**config.mk**
```make
export PLATFORM = sky130hd
export DESIGN_NAME = step_curve_top
export DESIGN_NICKNAME = d
export VERILOG_FILES = /design/src/step_curve_pkg.sv /design/src/frame_sequencer.sv /design/src/seq_config_regs.sv /design/src/step_curve_top.sv /design/src/threshold_stepper.sv
export SDC_FILE = /design/constraint.sdc
export NUM_CORES = 1
export LEC_CHECK = 0
export BUFFER_PORTS_ARGS = -buffer_cell sky130_fd_sc_hd__buf_4
export CORE_MARGIN = 8
export CORE_UTILIZATION = 40
export CTS_BUF_LIST = sky130_fd_sc_hd__clkbuf_8
export DETAILED_ROUTE_END_ITERATION = 16
export PLACE_DENSITY_LB_ADDON = 0.15
export SYNTH_ARGS = -nofsm -noshare
export SYNTH_HDL_FRONTEND = slang
export SYNTH_SLANG_ARGS = --single-unit
```
**constraint.sdc**
```tcl
create_clock -name clk -period 15.21 [get_ports clk]
set_input_delay 1.521 -clock clk [delete_from_list [all_inputs] [get_ports clk]]
set_output_delay 1.521 -clock clk [all_outputs]
set_load 0.01 [all_outputs]
```
**src/step_curve_pkg.sv**
```systemverilog
package step_curve_pkg;

  localparam int DAC_W = 16;
  localparam int ADDR_W = 3;

  // frame phases in the order the sequencer walks them.
  typedef enum logic [2:0] {
    PH_PREPARE   = 3'd0,
    PH_INJECT    = 3'd1,
    PH_PIX_RESET = 3'd2,
    PH_READOUT   = 3'd3,
    PH_SETTLE    = 3'd4
  } phase_t;

  localparam logic [ADDR_W-1:0] REG_CAL_COUNT   = 3'd0;
  localparam logic [ADDR_W-1:0] REG_VTHR_START  = 3'd1;
  localparam logic [ADDR_W-1:0] REG_VTHR_STEP   = 3'd2;
  localparam logic [ADDR_W-1:0] REG_VTHR_POINTS = 3'd3;
  localparam logic [ADDR_W-1:0] REG_AREF        = 3'd4;
  localparam logic [ADDR_W-1:0] REG_VANA        = 3'd5;
  localparam logic [ADDR_W-1:0] REG_RG          = 3'd6;
  localparam logic [ADDR_W-1:0] REG_PINS        = 3'd7;

  // bit positions of the static chip pins inside REG_PINS.
  localparam int PINS_W  = 7;
  localparam int PIN_CS  = 0;
  localparam int PIN_SBI = 1;
  localparam int PIN_SEB = 2;
  localparam int PIN_R12 = 3;
  localparam int PIN_IS1 = 4;
  localparam int PIN_IS2 = 5;
  localparam int PIN_SR  = 6;

endpackage

```
**src/frame_sequencer.sv**
```systemverilog
module frame_sequencer #(
  parameter int ROW_COUNT     = 127,
  parameter int SETTLE_CYCLES = 300
) (
  input  logic        clk,
  input  logic        reset_gen,
  input  logic [15:0] cal_count,
  output logic        cal,
  output logic        le,
  output logic        pix_reset,
  output logic        rbi,
  output logic        rphi1,
  output logic        rphi2,
  output logic        sphi1,
  output logic        sphi2,
  output logic        frame_done
);

  step_curve_pkg::phase_t phase;
  step_curve_pkg::phase_t next_phase;
  logic [4:0]  offset;     // cycle offset k inside prepare, pix_reset and a readout row.
  logic [15:0] iter;       // inject cycles, readout rows or settle cycles.
  logic [15:0] cal_len;
  logic        phase_last;

  always_comb begin
    case (phase)
      step_curve_pkg::PH_PREPARE: begin
        phase_last = (offset == 5'd9);
        next_phase = step_curve_pkg::PH_INJECT;
      end
      step_curve_pkg::PH_INJECT: begin
        phase_last = (iter == cal_len - 16'd1);
        next_phase = step_curve_pkg::PH_PIX_RESET;
      end
      step_curve_pkg::PH_PIX_RESET: begin
        phase_last = (offset == 5'd13);
        next_phase = step_curve_pkg::PH_READOUT;
      end
      step_curve_pkg::PH_READOUT: begin
        phase_last = (offset == 5'd23) && (iter == 16'(ROW_COUNT - 1));
        next_phase = step_curve_pkg::PH_SETTLE;
      end
      default: begin
        phase_last = (iter == 16'(SETTLE_CYCLES - 1));
        next_phase = step_curve_pkg::PH_PREPARE;
      end
    endcase
  end

  always_ff @(posedge clk) begin
    if (reset_gen) begin
      phase   <= step_curve_pkg::PH_PREPARE;
      offset  <= 5'd0;
      iter    <= 16'd0;
      cal_len <= 16'd1;
    end else begin
      // a new inject length only takes hold at the start of a frame.
      if (phase == step_curve_pkg::PH_PREPARE && offset == 5'd0) begin
        cal_len <= (cal_count == 16'd0) ? 16'd1 : cal_count;
      end
      if (phase_last) begin
        phase  <= next_phase;
        offset <= 5'd0;
        iter   <= 16'd0;
      end else if (phase == step_curve_pkg::PH_INJECT || phase == step_curve_pkg::PH_SETTLE) begin
        iter <= iter + 16'd1;
      end else if (phase == step_curve_pkg::PH_READOUT && offset == 5'd23) begin
        offset <= 5'd0;
        iter   <= iter + 16'd1;
      end else begin
        offset <= offset + 5'd1;
      end
    end
  end

  always_ff @(posedge clk) begin
    if (reset_gen) begin
      cal       <= 1'b0;
      le        <= 1'b0;
      pix_reset <= 1'b0;
      rbi       <= 1'b0;
      rphi1     <= 1'b0;
      rphi2     <= 1'b0;
      sphi1     <= 1'b0;
      sphi2     <= 1'b0;
    end else begin
      case (phase)
        step_curve_pkg::PH_PREPARE: begin
          if (offset == 5'd0) begin
            cal       <= 1'b1;
            pix_reset <= 1'b0;
            rbi       <= 1'b1;
            rphi1     <= 1'b1;
            rphi2     <= 1'b1;
            le        <= 1'b1;
          end
          if (offset == 5'd2) begin
            sphi1 <= 1'b1; // short sample-clock burst.
            sphi2 <= 1'b1;
          end
          if (offset == 5'd5 || offset == 5'd0) begin
            sphi1 <= 1'b0;
            sphi2 <= 1'b0;
          end
        end
        step_curve_pkg::PH_INJECT: begin
          cal <= 1'b0;
        end
        step_curve_pkg::PH_PIX_RESET: begin
          if (offset == 5'd0) le <= 1'b0;
          if (offset == 5'd2) pix_reset <= 1'b1;
          if (offset == 5'd4 || offset == 5'd13) rbi <= 1'b0;
          if (offset == 5'd8) begin
            rphi1 <= 1'b0;
            rphi2 <= 1'b0;
          end
          if (offset == 5'd11) begin
            rbi   <= 1'b1;
            rphi1 <= 1'b1;
          end
          if (offset == 5'd12) rphi1 <= 1'b0;
        end
        step_curve_pkg::PH_READOUT: begin
          if (offset == 5'd0) begin
            le    <= 1'b1;
            rphi2 <= 1'b1;
          end
          if (offset == 5'd21) rphi2 <= 1'b0;
          if (offset == 5'd22) rphi1 <= 1'b1;
          if (offset == 5'd23) rphi1 <= 1'b0;
        end
        default: begin
          cal   <= 1'b1; // array stays in reset while the pulse recovers.
          rphi2 <= 1'b0;
        end
      endcase
    end
  end

  assign frame_done = (phase == step_curve_pkg::PH_SETTLE) && phase_last;

endmodule

```
**src/seq_config_regs.sv**
```systemverilog
module seq_config_regs (
  input  logic                              clk,
  input  logic                              reset_gen,
  input  logic                              cfg_wr,
  input  logic [step_curve_pkg::ADDR_W-1:0] cfg_addr,
  input  logic [step_curve_pkg::DAC_W-1:0]  cfg_data,
  output logic [15:0]                       cal_count,
  output logic [step_curve_pkg::DAC_W-1:0]  vthr_start,
  output logic [step_curve_pkg::DAC_W-1:0]  vthr_step,
  output logic [15:0]                       vthr_points,
  output logic [step_curve_pkg::DAC_W-1:0]  aref,
  output logic [step_curve_pkg::DAC_W-1:0]  vana,
  output logic [step_curve_pkg::DAC_W-1:0]  rg,
  output logic                              cs,
  output logic                              sbi,
  output logic                              seb,
  output logic                              r12,
  output logic                              is1,
  output logic                              is2,
  output logic                              sr
);

  // seb, is1 and sr come up high, as on the bench setup.
  localparam logic [step_curve_pkg::PINS_W-1:0] PINS_RESET =
    (step_curve_pkg::PINS_W'(1) << step_curve_pkg::PIN_SEB) |
    (step_curve_pkg::PINS_W'(1) << step_curve_pkg::PIN_IS1) |
    (step_curve_pkg::PINS_W'(1) << step_curve_pkg::PIN_SR);

  logic [step_curve_pkg::PINS_W-1:0] pins;

  always_ff @(posedge clk) begin
    if (reset_gen) begin
      cal_count   <= 16'd1;
      vthr_start  <= 16'h0025;
      vthr_step   <= 16'h0000;
      vthr_points <= 16'd1;
      aref        <= 16'h0033;
      vana        <= 16'h0066;
      rg          <= 16'h0033;
      pins        <= PINS_RESET;
    end else if (cfg_wr) begin
      case (cfg_addr)
        step_curve_pkg::REG_CAL_COUNT:   cal_count <= cfg_data;
        step_curve_pkg::REG_VTHR_START:  vthr_start <= cfg_data;
        step_curve_pkg::REG_VTHR_STEP:   vthr_step <= cfg_data;
        step_curve_pkg::REG_VTHR_POINTS: vthr_points <= cfg_data;
        step_curve_pkg::REG_AREF:        aref <= cfg_data;
        step_curve_pkg::REG_VANA:        vana <= cfg_data;
        step_curve_pkg::REG_RG:          rg <= cfg_data;
        step_curve_pkg::REG_PINS:        pins <= cfg_data[step_curve_pkg::PINS_W-1:0];
        default: ; // nothing else is mapped.
      endcase
    end
  end

  assign cs  = pins[step_curve_pkg::PIN_CS];
  assign sbi = pins[step_curve_pkg::PIN_SBI];
  assign seb = pins[step_curve_pkg::PIN_SEB];
  assign r12 = pins[step_curve_pkg::PIN_R12];
  assign is1 = pins[step_curve_pkg::PIN_IS1];
  assign is2 = pins[step_curve_pkg::PIN_IS2];
  assign sr  = pins[step_curve_pkg::PIN_SR];

endmodule

```
**src/step_curve_top.sv**
```systemverilog
module step_curve_top #(
  parameter int ROW_COUNT     = 127,
  parameter int SETTLE_CYCLES = 300
) (
  input  logic                              clk,
  input  logic                              reset_gen,
  input  logic                              cfg_wr,
  input  logic [step_curve_pkg::ADDR_W-1:0] cfg_addr,
  input  logic [step_curve_pkg::DAC_W-1:0]  cfg_data,
  output logic                              cal,
  output logic                              le,
  output logic                              pix_reset,
  output logic                              rbi,
  output logic                              rphi1,
  output logic                              rphi2,
  output logic                              sphi1,
  output logic                              sphi2,
  output logic                              cs,
  output logic                              sbi,
  output logic                              seb,
  output logic                              r12,
  output logic                              is1,
  output logic                              is2,
  output logic                              sr,
  output logic [step_curve_pkg::DAC_W-1:0]  aref,
  output logic [step_curve_pkg::DAC_W-1:0]  rg,
  output logic [step_curve_pkg::DAC_W-1:0]  vana,
  output logic [step_curve_pkg::DAC_W-1:0]  vthr,
  output logic                              frame_done
);

  logic [15:0]                      cal_count;
  logic [step_curve_pkg::DAC_W-1:0] vthr_start;
  logic [step_curve_pkg::DAC_W-1:0] vthr_step;
  logic [15:0]                      vthr_points;

  seq_config_regs seq_config_regs_inst (
    .clk         (clk),
    .reset_gen   (reset_gen),
    .cfg_wr      (cfg_wr),
    .cfg_addr    (cfg_addr),
    .cfg_data    (cfg_data),
    .cal_count   (cal_count),
    .vthr_start  (vthr_start),
    .vthr_step   (vthr_step),
    .vthr_points (vthr_points),
    .aref        (aref),
    .vana        (vana),
    .rg          (rg),
    .cs          (cs),
    .sbi         (sbi),
    .seb         (seb),
    .r12         (r12),
    .is1         (is1),
    .is2         (is2),
    .sr          (sr)
  );

  frame_sequencer #(
    .ROW_COUNT     (ROW_COUNT),
    .SETTLE_CYCLES (SETTLE_CYCLES)
  ) frame_sequencer_inst (
    .clk        (clk),
    .reset_gen  (reset_gen),
    .cal_count  (cal_count),
    .cal        (cal),
    .le         (le),
    .pix_reset  (pix_reset),
    .rbi        (rbi),
    .rphi1      (rphi1),
    .rphi2      (rphi2),
    .sphi1      (sphi1),
    .sphi2      (sphi2),
    .frame_done (frame_done)
  );

  threshold_stepper threshold_stepper_inst (
    .clk         (clk),
    .reset_gen   (reset_gen),
    .frame_done  (frame_done),
    .vthr_start  (vthr_start),
    .vthr_step   (vthr_step),
    .vthr_points (vthr_points),
    .vthr        (vthr)
  );

endmodule

```
**src/threshold_stepper.sv**
```systemverilog
module threshold_stepper (
  input  logic                             clk,
  input  logic                             reset_gen,
  input  logic                             frame_done,
  input  logic [step_curve_pkg::DAC_W-1:0] vthr_start,
  input  logic [step_curve_pkg::DAC_W-1:0] vthr_step,
  input  logic [15:0]                      vthr_points,
  output logic [step_curve_pkg::DAC_W-1:0] vthr
);

  logic [15:0] point_idx;
  logic [15:0] idx_next;
  logic [15:0] last_idx;
  logic [step_curve_pkg::DAC_W-1:0] ramp_offset;

  // zero points behaves like a single point.
  assign last_idx = (vthr_points == 16'd0) ? 16'd0 : vthr_points - 16'd1;

  always_comb begin
    idx_next = point_idx;
    if (frame_done) begin
      // >= also catches a point count shrunk below the current index.
      idx_next = (point_idx >= last_idx) ? 16'd0 : point_idx + 16'd1;
    end
  end

  assign ramp_offset = vthr_step * idx_next;

  always_ff @(posedge clk) begin
    if (reset_gen) begin
      point_idx <= 16'd0;
    end else begin
      point_idx <= idx_next;
    end
  end

  // built from the next index so the new code shows right after frame_done.
  always_ff @(posedge clk) begin
    vthr <= vthr_start + ramp_offset;
  end

endmodule
```
## Yosys cells after proc, flatten, opt, wreduce, memory -nomap -nowiden

Index checks and enable logic that the tools add are counted.

- Register bits after elaboration: 198
- Logic and storage cells: 127

- Bitwise gates (word level): 2
- Eq/ne operators: 33
- Order comparisons: 1
- $add $sub $neg: 6
- $mul: 1
- Multiplexer cells: 28
- Reductions and logical operators: 35

Operators by type and width:

| cell | number |
|---|---|
| two-way mux 16 bit | 6 |
| adder 16 x 1 -> 16 bit, second input constant | 2 |
| logical NOT 16 bit | 2 |
| subtractor 16 x 1 -> 16 bit, second input constant | 2 |
| == test 5 x 4 -> 1 bit, second input constant | 5 |
| AND reduction 2 bit | 11 |
| adder 16 bit | 1 |
| == test 16 bit | 1 |
| == test 16 x 7 -> 1 bit, second input constant | 1 |
| == test 16 x 9 -> 1 bit, second input constant | 1 |
| greater-or-equal comparator 16 bit | 1 |
| multiplier 16 x 16 -> 16 bit | 1 |
| == test 3 bit, second input constant | 5 |
| == test 5 bit, second input constant | 3 |
| two-way mux 1 bit | 13 |
| == test 3 x 2 -> 1 bit, second input constant | 4 |
| one-hot mux 3 bit (4 select lines) | 1 |
| == test 5 x 3 -> 1 bit, second input constant | 2 |
| AND reduction 3 bit | 3 |
| inequality test 2 x 1 -> 1 bit, second input constant | 4 |
| one-hot mux 1 bit (4 select lines) | 2 |
| nonzero test 2 bit | 4 |
| == test 3 x 1 -> 1 bit, second input constant | 2 |
| logical NOT 3 bit | 2 |
| other kinds (16) | 27 |

## Depth between registers and ports, before layout

Gate-level depths: netlist (run 1).

- Word-level depth: 7
- Gate-level depth with buffers: 41

## Cells and area by module

From an unflattened synthesis (run 1), not the netlist that was laid out.

- Cells, all modules: 1527
- Area total of the unflattened synthesis: 14023.4 um^2

By module, submodules not included:

| module | times used | cells each | area each (um^2) |
|---|---|---|---|
| threshold_stepper | 1 | 750 | 6367.4 |
| seq_config_regs | 1 | 422 | 4648.2 |
| frame_sequencer | 1 | 355 | 3007.9 |

## Least setup slack after synthesis (run 1)

Ideal clock, no wire load.

- Path kind: flip-flop to flip-flop
- From: reg seq_config_regs_inst.vthr_points[2]
- To: reg threshold_stepper_inst.vthr[15] in the netlist's numbering
- Arrival: 8.607 ns
- Data required time: 15.080 ns
- Library setup time: 0.130 ns
- Stages on the path, launching flop included: 37
- Period minus slack after synthesis: 8.737 ns
- Setup slack: 6.473 ns
- Path buffers: 3
- Path through: dfxtp_1 -> nor3_1 -> and3_1 -> clkbuf_1 -> nand2_1 -> nor4_1 -> xor2_1 -> nand2_1 -> ha_1 -> a21o_1 -> a21o_1 -> a21oi_1 -> o21ai_0 -> a21oi_1 -> clkbuf_1 -> nand2_1 -> a31o_2 -> o31ai_2 -> clkbuf_1 -> nand2_1 -> fa_1 -> fa_1 -> fa_1 -> inv_1 -> fa_1 -> fa_1 -> inv_1 -> fa_1 -> inv_1 -> ha_1 -> and3_1 -> a21oi_1 -> o21ai_0 -> o41ai_1 -> xnor2_1 -> xnor3_1 -> xnor3_1

- Word-level cells in the longest chain between the ends: 7

RTL lines:

| what | RTL line | source |
|---|---|---|
| start: declaration | seq_config_regs.sv:10 | `output logic [15:0] vthr_points,` |
| start signal: assignment | seq_config_regs.sv:46 | `step_curve_pkg::REG_VTHR_POINTS: vthr_points <= cfg_data;` |
| subtractor 16 x 1 -> 16 bit or logical NOT 16 bit (tied branches) | threshold_stepper.sv:17 | `assign last_idx = (vthr_points == 16'd0) ? 16'd0 : vthr_points - 16'd1;` |
| two-way mux 16 bit * | threshold_stepper.sv:17 |  |
| greater-or-equal comparator 16 bit * | threshold_stepper.sv:23 | `idx_next = (point_idx >= last_idx) ? 16'd0 : point_idx + 16'd1;` |
| two-way mux 16 bit * | threshold_stepper.sv:23 |  |
| two-way mux 16 bit * | threshold_stepper.sv:21 | `if (frame_done) begin` |
| multiplier 16 x 16 -> 16 bit * | threshold_stepper.sv:27 | `assign ramp_offset = vthr_step * idx_next;` |
| adder 16 bit * | threshold_stepper.sv:39 | `vthr <= vthr_start + ramp_offset;` |
| end signal: assignment | threshold_stepper.sv:39 |  |
| end: declaration | threshold_stepper.sv:8 | `output logic [step_curve_pkg::DAC_W-1:0] vthr` |

Every way passes the cells marked *; elsewhere a longest branch is shown, timed or not.
A chain may end at the register's enable or synchronous reset.

## Final worst setup path (run 1)

- From: reg frame_sequencer_inst.phase[0]
- To: reg threshold_stepper_inst.vthr[15] in the netlist's numbering

- Word-level cells in the longest chain between the ends: 6

RTL lines:

| what | RTL line | source |
|---|---|---|
| start: declaration | frame_sequencer.sv:19 | `step_curve_pkg::phase_t phase;` |
| start signal: assignment | frame_sequencer.sv:53 | `phase <= step_curve_pkg::PH_PREPARE;` |
| start signal: assignment | frame_sequencer.sv:63 | `phase <= next_phase;` |
| == test 3 x 2 -> 1 bit, or another cell as far along | frame_sequencer.sv:27 | `case (phase)` |
| one-hot mux 1 bit (4 select lines) | frame_sequencer.sv:27 |  |
| logical AND 1 bit * | frame_sequencer.sv:141 | `assign frame_done = (phase == step_curve_pkg::PH_SETTLE) && phase_last;` |
| two-way mux 16 bit * | threshold_stepper.sv:21 |  |
| multiplier 16 x 16 -> 16 bit * | threshold_stepper.sv:27 |  |
| adder 16 bit * | threshold_stepper.sv:39 |  |

Marked as above.

==> results.yml, run 1 <==
die:
  io_pins: 102
  num_rows: 67
  placeableCoreArea_mm2: 0.0336
  die_w_um: 201
  die_h_um: 201
  initial_core_util_pct: 40.7
  die_area_mm2: 0.0404
synth:
  synth_seq_cells: 198
  avgSynthCellArea_um2: 8.04
  yosys_warnings: 0
  synth_cells: 1701
  ys_types: 78
  syn_nets: 1895
  ys_seq_area_share_pct: 29.0
  async_flop_share_pct: 0
  synth_enable_flop_cells: 0
  ys.flop_type: "dfxtp_1"
  syn-cell-area_mm2: 0.0137
hold_path:
  min_path_type: "reg -> reg"
sta:
  fin_crit_sh_pct: 63.5
  max_freq_ghz: 0.104
  finalCriticalPeriod_ns: 9.65
  slew_viol_final: 0
  worstMarginPinSlew_ns: 1.15
  setup_violations: 0
  slew-limit-headroom_pct: 22.3
  rsz0062_at_grt: "no"
  setup_tns_ns: 0
  clock_skew_ns: 0.0194
  hold_viol: 0
critical_path:
  endpoint: "threshold_stepper_inst.vthr[15]$_DFF_P_"
  cp.required_ns: 15.59
  worstSetupPathType: "reg -> reg"
  crit_top_cell: "fa_1"
  rr_worst_depth: 28
  worstSetupStartpointType: "flop"
  end_kind: "flop"
  arrival_ns: 10.03
  r2r_start: "frame_sequencer_inst.phase[0]$_SDFFE_PP0N_"
  startpoint: "frame_sequencer_inst.phase[0]$_SDFFE_PP0N_"
  critPathSlowestCell: "o21ai_0"
  cp_max_fo: 16
  regToRegSetupSlack_ns: 5.56
  slowest_delay_ns: 0.89
  r2r_end: "threshold_stepper_inst.vthr[15]$_DFF_P_"
place:
  place.gp.congestion: 0.878
  portBuffers: 101
  place_hpwl_mm: 27.7
power_and_ir_drop:
  clkPwrFrac_pct: 32.7
  p_int_uw: 735
  p_per_area_mw_per_mm2: 71.0
  vdd_drop_max_uv: 77.8
  power.total_uw: 1070
  p_comb_share_pct: 16.0
  p_leak_uw: 0.00634
  sequentialPowerShare_pct: 51.3
  power.switching_uw: 338
  p_sw_share_pct: 31.5
clock_tree:
  clock_sinks: 198
  root_buffer: "clkbuf_8"
  postCtsHoldBufs: 0
  post_cts_buffers: 0
  cts_max_level: 4
  cts_tree: "yes"
  clkTransAtPathRegs_ns: 0.11
  clk_path_buf_depth: 2
  cts_made_buffers: 17
  post_cts_resized: 0
  insertion_delay_ns: 0.49
route:
  ant_nets: 0
  wl_per_cell_um: 16.8
  vias: 11300
  drtIter0Drc: 644
  drt-total-wl_mm: 37.1
  drc: 0
  avgViaCountPerCell: 5.13
  drtPass1Iterations: 5
final_layout:
  antennaDiodeCount: 0
  fin_nets: 1941
  drive_above_1_share_pct: 9.38
  area_growth_pct: 10.6
  fillers: 3393
global_routing:
  grt_first_pass_wirelength_mm: 60.1
  track_usage_pct: 18.3
  antenna_found_initial: 0
  grt_overflow: 0
  grt_pass1_vias: 10900
  grt_max_degree: 103
flow_run:
  cap_viol_max_count: 0
outcome:
  status: "complete, no violations"
[cells in the final DEF (no fill, tap or decap), types with 5 or more instances in the layout]
| master | count |
|---|---|
| nand2_1 | 372 |
| dfxtp_1 | 198 |
| inv_1 | 184 |
| a21oi_1 | 148 |
| buf_4 | 110 |
| fa_1 | 94 |
| ha_1 | 78 |
| nor2_1 | 75 |
| and2_1 | 67 |
| xnor2_1 | 43 |
| nor2b_1 | 35 |
| xor2_1 | 28 |
| o21ai_0 | 28 |
| nand3_1 | 25 |
| nand3b_1 | 23 |
| nand2b_1 | 22 |
| nor3_1 | 19 |
| nand4_1 | 17 |
| clkbuf_8 | 17 |
| or3_1 | 11 |
| and3_1 | 11 |
| nor4_1 | 10 |
| a31oi_1 | 9 |
| a21o_1 | 9 |
| or4_1 | 7 |
| a211oi_1 | 7 |
| or2_2 | 6 |
| o31ai_1 | 6 |
| o211ai_1 | 6 |
| mux2i_1 | 5 |
| xnor3_1 | 5 |
| o21bai_1 | 5 |
[power groups by stage]
| stage | sequential, µW | clock (µW) | combinational (µW) |
|---|---|---|---|
| after global placement | 562 | 0 | 171 |
| final | 551 | 351 | 172 |
| after CTS | 551 | 362 | 173 |
| after floorplan | 558 | 0 | 120 |
| after global routing | 554 | 383 | 193 |
| after detailed placement | 563 | 0 | 172 |
[logic make-up after synthesis]
family	synth area share (%)
muxes	0.530
DFF	29.0
buffers and inverters	7.56
xor gates and xnor gates	5.54
adders and majority gates	20.9
and+or+nand+nor	25.1
AOI/OAI and AO/OA	11.4
[metal layers]
metal  up-vias  track usage, %  part of all wire, %
li1       5589               -                    -
met1      5488            26.0                   49
met2       211            27.7                   45
met3        23            4.63                  5.4
met4         0            3.39                 0.82
met5         -               0                    0
[sequential cells by signal (all words and copies together), names as in the netlist, 3 cells and up]
name                              cells
frame_sequencer_inst.offset           5
seq_config_regs_inst.rg              16
threshold_stepper_inst.point_idx     16
seq_config_regs_inst.vthr_points     16
threshold_stepper_inst.vthr          16
seq_config_regs_inst.vthr_start      16
seq_config_regs_inst.vthr_step       16
seq_config_regs_inst.vana            16
seq_config_regs_inst.cal_count       16
seq_config_regs_inst.aref            16
frame_sequencer_inst.phase            3
seq_config_regs_inst.pins             7
frame_sequencer_inst.cal_len         16
frame_sequencer_inst.iter            16
[final cells by class]
class | count | area [µm²] | share of cell area [%]
timing repair buffer | 110 | 826 | 5.46
inverter | 185 | 694 | 4.59
sequential | 198 | 3960 | 26.2
tap | 448 | 561 | 3.71
clock inverter | 14 | 164 | 1.08
clock buffer | 17 | 234 | 1.55
multi-input combinational | 1235 | 8690 | 57.4
[cell usage after synthesis, types with 6 or more instances]
cell type	n	share of area (%)
nor2_1	75	2.1
nand3b_1	23	1.3
a21o_1	9	0.49
o21ai_0	28	1.0
a31oi_1	9	0.41
a21oi_1	148	5.4
nor2b_1	35	1.6
nor4_1	10	0.46
xor2_1	28	1.8
xnor2_1	43	2.8
dfxtp_1	198	29
inv_1	184	5.0
nand4_1	17	0.78
ha_1	78	7.1
a211oi_1	7	0.38
fa_1	94	14
clkbuf_2	7	0.26
clkbuf_1	69	1.9
nand2b_1	22	1.0
and2_1	67	3.1
nor3_1	19	0.69
or2_2	6	0.27
nand3_1	25	0.91
o211ai_1	6	0.33
or3_1	11	0.50
and3_1	11	0.50
nand2_1	372	10
o31ai_1	6	0.33
or4_1	7	0.38
[stage by stage]
step           hold slack [ns]  std cells  worst slack, ns  area [µm²]  util (%)
2_1_floorplan            0.436       1701             6.47       13700         -
3_3_place_gp             0.442       2176             5.76       14700      43.8
3_5_place_dp             0.448       2176             5.52       14700      43.8
4_1_cts                  0.464       2207             5.39       15100      45.0
5_1_grt                  0.484       2207             4.88       15100      45.0
6_report                 0.460       2207             5.56       15100      45.0
[how the worst min path moves through the flow]
stage / slack, ns / to / cells past startpoint / start
floorplan: 0.44 / seq_config_regs_inst.vthr_start[10]$_SDFFE_PP0P_ / 2 / seq_config_regs_inst.vthr_start[10]$_SDFFE_PP0P_
global route: 0.48 / seq_config_regs_inst.rg[9]$_SDFFE_PP0P_ / 2 / seq_config_regs_inst.rg[9]$_SDFFE_PP0P_
detailed placement: 0.45 / seq_config_regs_inst.vthr_start[10]$_SDFFE_PP0P_ / 2 / seq_config_regs_inst.vthr_start[10]$_SDFFE_PP0P_
global placement: 0.44 / seq_config_regs_inst.vthr_step[0]$_SDFFE_PP0P_ / 2 / seq_config_regs_inst.vthr_step[0]$_SDFFE_PP0P_
CTS: 0.46 / seq_config_regs_inst.vthr_start[10]$_SDFFE_PP0P_ / 2 / seq_config_regs_inst.vthr_start[10]$_SDFFE_PP0P_
finish: 0.46 / seq_config_regs_inst.vthr_start[10]$_SDFFE_PP0P_ / 2 / seq_config_regs_inst.vthr_start[10]$_SDFFE_PP0P_
[worst max-delay path: cells and delay by family, from the launching register on]
kind                       cells  cell delay [ns]
adders and majority gates      7             3.16
and+or+nand+nor                8             2.79
AOI/OAI and AO/OA              5             1.80
xor gates and xnor gates       3             0.77
DFF                            1             0.61
buffers and inverters          5             0.40
No activity file was read; power rests on OpenSTA's default activity.
==> run 2, diff against run 1 <==
==> constraint.sdc (replaced) <==
create_clock -name clk -period 9.1 [get_ports clk]
set_input_delay 0.91 -clock clk [delete_from_list [all_inputs] [get_ports clk]]
set_output_delay 0.91 -clock clk [all_outputs]
set_load 0.01 [all_outputs]
==> run 2 against run 1 <==
Register-to-register slack worse by 5.0 ns. Total power up 69%. Largest power group unchanged. Maximum frequency grew 13%. Worst setup slack got worse by 5.0 ns. Critical path depth up 1. Critical path type unchanged. Core utilization increased by 0.84 points.
==> results.yml, run 2 (synthesized netlist as in run 1, its figures left out) <==
outcome:
  status: "complete, no violations"
critical_path:
  cp_max_fo: 11
  crit_top_cell: "fa_1"
  rr_worst_depth: 29
  end_kind: "flop"
  r2r_start: "frame_sequencer_inst.cal_len[7]$_SDFFE_PP0P_"
  regToRegSetupSlack_ns: 0.54
  arrival_ns: 8.94
  worstSetupStartpointType: "flop"
  critPathSlowestCell: "or4_4"
  r2r_end: "threshold_stepper_inst.vthr[15]$_DFF_P_"
  cp.required_ns: 9.49
  worstSetupPathType: "reg -> reg"
  slowest_delay_ns: 0.60
die:
  die_h_um: 201
  num_rows: 67
  die_area_mm2: 0.0404
  io_pins: 102
  die_w_um: 201
  placeableCoreArea_mm2: 0.0336
  initial_core_util_pct: 40.7
global_routing:
  grt_max_degree: 74
  track_usage_pct: 18.3
  grt_overflow: 0
  grt_pass1_vias: 11200
  grt_first_pass_wirelength_mm: 60.5
  antenna_found_initial: 0
sta:
  hold_viol: 0
  slew_viol_final: 0
  clock_skew_ns: 0.0212
  slew-limit-headroom_pct: 25.7
  max_freq_ghz: 0.117
  worstMarginPinSlew_ns: 1.11
  finalCriticalPeriod_ns: 8.56
  fin_crit_sh_pct: 94.0
  setup_violations: 0
route:
  wl_per_cell_um: 16.8
  drtPass1Iterations: 7
  avgViaCountPerCell: 5.10
  drtIter0Drc: 734
  drt-total-wl_mm: 37.5
  drc: 0
  vias: 11400
  ant_nets: 0
place:
  placed_cells: 2193
  place.gp.congestion: 0.834
  portBuffers: 101
  placed_cell_area_mm2: 0.0149
  place_hpwl_mm: 27.9
final_layout:
  area_growth_pct: 12.6
  drive_above_1_share_pct: 11.4
  final_cells: 2230
  final_common_cell: "nand2_1"
  antennaDiodeCount: 0
  final_cell_mix: "371 x nand2_1, 198 x dfxtp_1, 184 x inv_1"
  fin_util_pct: 45.8
  fin_nets: 1963
  stdcell_area_mm2: 0.0154
  fillers: 3370
power_and_ir_drop:
  sequentialPowerShare_pct: 50.8
  p_leak_uw: 0.00648
  p_per_area_mw_per_mm2: 117
  p_int_uw: 1220
  vdd_drop_max_uv: 132
  p_sw_share_pct: 32.5
  power.switching_uw: 588
  clkPwrFrac_pct: 32.6
  p_comb_share_pct: 16.6
hold_path:
  min_path_type: "reg -> reg"
  hold_start: "seq_config_regs_inst.vana[8]$_SDFFE_PP0P_"
  hold_end: "seq_config_regs_inst.vana[8]$_SDFFE_PP0P_"
  holdPathStages: 2
flow_run:
  cap_viol_max_count: 0
clock_tree:
  root_buffer: "clkbuf_8"
  clkTransAtPathRegs_ns: 0.12
  cts_tree: "yes"
  insertion_delay_ns: 0.50
  cts_made_buffers: 17
  clock_sinks: 198
  clk_path_buf_depth: 2
  cts_max_level: 4
==> run 2: changes by cell type in the layout (fill, tap and decap cells not counted), moves of 3 or more <==
cell and change:
buf_4 +20, clkinv_8 +3, inv_8 -3, nor4_1 -3, o21ai_0 -3, o21ai_1 +3
==> run 2: how the worst max path moves through the flow <==
stage | from | to | slack, ns | cells past startpoint
5_1_grt | seq_config_regs_inst.vthr_points[6]$_SDFFE_PP0P_ | threshold_stepper_inst.vthr[15]$_DFF_P_ | -0.02 | 35
2_1_floorplan | seq_config_regs_inst.vthr_points[2]$_SDFFE_PP0P_ | threshold_stepper_inst.vthr[15]$_DFF_P_ | 0.36 | 36
6_report | frame_sequencer_inst.cal_len[7]$_SDFFE_PP0P_ | threshold_stepper_inst.vthr[15]$_DFF_P_ | 0.54 | 29
3_3_place_gp | seq_config_regs_inst.vthr_points[5]$_SDFFE_PP0P_ | threshold_stepper_inst.vthr[15]$_DFF_P_ | 0.37 | 34
3_5_place_dp | seq_config_regs_inst.vthr_points[5]$_SDFFE_PP0P_ | threshold_stepper_inst.vthr[15]$_DFF_P_ | 0.12 | 33
4_1_cts | seq_config_regs_inst.vthr_points[5]$_SDFFE_PP0P_ | threshold_stepper_inst.vthr[15]$_DFF_P_ | 0.11 | 33
==> run 2: layout make-up <==
type,count,area [µm²],area share [%]
Timing Repair Buffer,132,998,6.48
Clock inverter,14,161,1.05
Clock buffer,18,248,1.61
Multi-Input combinational cell,1235,8780,57.0
Sequential cell,198,3960,25.7
Inverter,185,694,4.51
Tap cell,448,561,3.64
==> run 2: power by group through the flow <==
stage                     registers, µW  logic, µW  clock network [µW]
final                               919        300                 590
after global routing                924        335                 640
after CTS                           919        295                 607
after detailed placement            939        294                   0
after global placement              938        290                   0
after floorplan                     933        200                   0
==> run 2: metal layers <==
| metal | share of wire (%) | global-route usage [%] | up-vias |
|---|---|---|---|
| li1 | - | - | 5631 |
| met1 | 49 | 25.7 | 5463 |
| met2 | 44 | 28.1 | 275 |
| met3 | 6.9 | 5.33 | 13 |
| met4 | 0.46 | 2.79 | 0 |
| met5 | 0 | 0 | - |
==> run 2: critical path: cells and delay by family, from the launching register on <==
family	cells	cell delay, ns
AOI/OAI and AO/OA	7	1.26
xor gates and xnor gates	4	0.98
adders and majority gates	7	3.41
buffers and inverters	5	0.38
DFF	1	0.39
and+or+nand+nor	6	1.99
==> run 2: through the flow <==
stage	setup WS [ns]	power (µW)	hold slack [ns]	setup TNS (ns)
floorplan	0.363	1130	0.436	0
global placement	0.372	1230	0.443	0
detailed placement	0.119	1230	0.447	0
CTS	0.105	1820	0.463	0
global route	-0.0217	1900	0.480	-0.0217
finish	0.545	1810	0.460	0
==> run 2: timing repair <==
item	in CTS	in global routing
endpoints found under the setup margin	0	2
buffers inserted	0	5
gates resized for setup	0	25
hold buffers	0	0
==> run 3, diff against run 2 <==
--- a/config.mk
+++ b/config.mk
@@ -10,6 +10,7 @@
 export CORE_UTILIZATION = 40
 export CTS_BUF_LIST = sky130_fd_sc_hd__clkbuf_8
 export DETAILED_ROUTE_END_ITERATION = 16
+export GPL_TIMING_DRIVEN = 0
 export PLACE_DENSITY_LB_ADDON = 0.15
 export SYNTH_ARGS = -nofsm -noshare
 export SYNTH_HDL_FRONTEND = slang
==> run 3 against run 2 <==
Combinational power rose by 8.3%. Sequential power fell by 0.5%. Via count rose by 2.3%. Critical endpoint unchanged. Largest cell class unchanged.
==> results.yml, run 3 (synthesized netlist as in run 1, its figures left out) <==
outcome:
  status: "complete, no violations"
clock_tree:
  postCtsHoldBufs: 0
  cts_max_level: 4
  insertion_delay_ns: 0.51
  clk_path_buf_depth: 2
  root_buffer: "clkbuf_8"
  clock_sinks: 198
  cts_made_buffers: 17
  clkTransAtPathRegs_ns: 0.12
  cts_tree: "yes"
sta:
  setup_violations: 0
  slew-limit-headroom_pct: 37.3
  finalCriticalPeriod_ns: 8.65
  worstMarginPinSlew_ns: 0.931
  max_freq_ghz: 0.116
  hold_viol: 0
  fin_crit_sh_pct: 95.1
  clock_skew_ns: 0.0121
  setup_tns_ns: 0
  slew_viol_final: 0
  rsz0062_at_grt: "no"
flow_run:
  cap_viol_max_count: 0
die:
  placeableCoreArea_mm2: 0.0336
  initial_core_util_pct: 40.7
  num_rows: 67
  die_h_um: 201
  die_area_mm2: 0.0404
  die_w_um: 201
  io_pins: 102
place:
  placed_cell_area_mm2: 0.0149
  portBuffers: 91
  place.gp.congestion: 0.815
  place_hpwl_mm: 29.9
critical_path:
  worstSetupStartpointType: "flop"
  slowest_delay_ns: 0.58
  endpoint: "threshold_stepper_inst.vthr[15]$_DFF_P_"
  regToRegSetupSlack_ns: 0.45
  critPathSlowestCell: "fa_1"
  arrival_ns: 9.05
  startpoint: "frame_sequencer_inst.cal_len[3]$_SDFFE_PP0P_"
  worstSetupPathType: "reg -> reg"
  r2r_end: "threshold_stepper_inst.vthr[15]$_DFF_P_"
  cp.required_ns: 9.50
  crit_top_cell: "fa_1"
  cp_max_fo: 10
  end_kind: "flop"
  r2r_start: "frame_sequencer_inst.cal_len[3]$_SDFFE_PP0P_"
  rr_worst_depth: 29
global_routing:
  antenna_found_initial: 0
  track_usage_pct: 19.4
  grt_max_degree: 21
  grt_first_pass_wirelength_mm: 63.5
  grt_overflow: 0
  grt_pass1_vias: 11700
final_layout:
  antennaDiodeCount: 0
  final_cell_mix: "370 x nand2_1, 192 x dfxtp_1, 184 x inv_1"
  stdcell_area_mm2: 0.0157
  fillers: 3348
  fin_nets: 2019
  area_growth_pct: 14.6
  drive_above_1_share_pct: 11.6
  fin_util_pct: 46.6
  final_common_cell: "nand2_1"
route:
  avgViaCountPerCell: 5.09
  vias: 11600
  drtIter0Drc: 653
  drtPass1Iterations: 5
  wl_per_cell_um: 17.3
  drt-total-wl_mm: 39.5
  drc: 0
  ant_nets: 0
power_and_ir_drop:
  p_leak_uw: 0.00657
  p_per_area_mw_per_mm2: 117
  vdd_drop_max_uv: 109
hold_path:
  min_path_type: "reg -> reg"
## run 3: per-layer routing
layer	share of wire, %	global-route usage [%]
met3	6.7	5.44
met5	0	0
met4	1.1	3.94
met1	49	27.0
met2	43	29.7
## run 3: area by class of cell
type	count	area (µm²)	share of cell area, %
Sequential cell	198	3970	25.3
Clock inverter	14	158	1.01
Multi-Input combinational cell	1235	8850	56.4
Tap cell	448	561	3.58
Clock buffer	18	248	1.58
Timing Repair Buffer	108	811	5.17
Inverter	185	697	4.44
Buffer	80	387	2.47
## run 3: report_power, final
group	switching, µW	leakage [µW]	internal [µW]
clock network	380	0.000197	214
logic	201	0.00477	124
registers	21.4	0.00161	892
total	603	0.00657	1230
## run 3: timing repair
action                     4_1_cts  5_1_grt
pin swaps                        8       17
setup buffers                   12        5
setup endpoints to repair        4        1
resized for setup               40       30
hold endpoints to repair         0        0
## run 3: worst max-delay path: cells and delay by family (launching register included)
kind,cells,cell delay (ns)
simple gates,6,1.77
buf+inv,6,0.57
xor+xnor,4,0.97
fa+ha+maj,7,3.42
compound gates,5,1.19
mux,1,0.30
flops,1,0.31
## run 3: per-stage QoR
| stage | cells | setup slack, ns | power (µW) | hold WS (ns) |
|---|---|---|---|---|
| 6_report | 2286 | 0.450 | 1830 | 0.468 |
| 5_1_grt | 2286 | 0.00198 | 1920 | 0.481 |
| 4_1_cts | 2282 | 0.00589 | 1840 | 0.467 |
| 3_5_place_dp | 2240 | -1.44 | 1240 | 0.450 |
| 3_3_place_gp | 2240 | -1.32 | 1230 | 0.441 |
| 2_1_floorplan | 1701 | 0.363 | 1130 | 0.436 |
## run 3: worst min path at each step
| stage | startpoint | cells past startpoint | slack (ns) | end |
|---|---|---|---|---|
| global route | seq_config_regs_inst.rg[14]$_SDFFE_PP0P_ | 2 | 0.48 | seq_config_regs_inst.rg[14]$_SDFFE_PP0P_ |
| global placement | seq_config_regs_inst.aref[3]$_SDFFE_PP0P_ | 2 | 0.44 | seq_config_regs_inst.aref[3]$_SDFFE_PP0P_ |
| CTS | seq_config_regs_inst.vthr_start[3]$_SDFFE_PP0P_ | 2 | 0.47 | seq_config_regs_inst.vthr_start[3]$_SDFFE_PP0P_ |
| detailed placement | seq_config_regs_inst.vthr_step[15]$_SDFFE_PP0P_ | 2 | 0.45 | seq_config_regs_inst.vthr_step[15]$_SDFFE_PP0P_ |
| floorplan | seq_config_regs_inst.vthr_start[10]$_SDFFE_PP0P_ | 2 | 0.44 | seq_config_regs_inst.vthr_start[10]$_SDFFE_PP0P_ |
| finish | seq_config_regs_inst.vana[7]$_SDFFE_PP0P_ | 2 | 0.47 | seq_config_regs_inst.vana[7]$_SDFFE_PP0P_ |
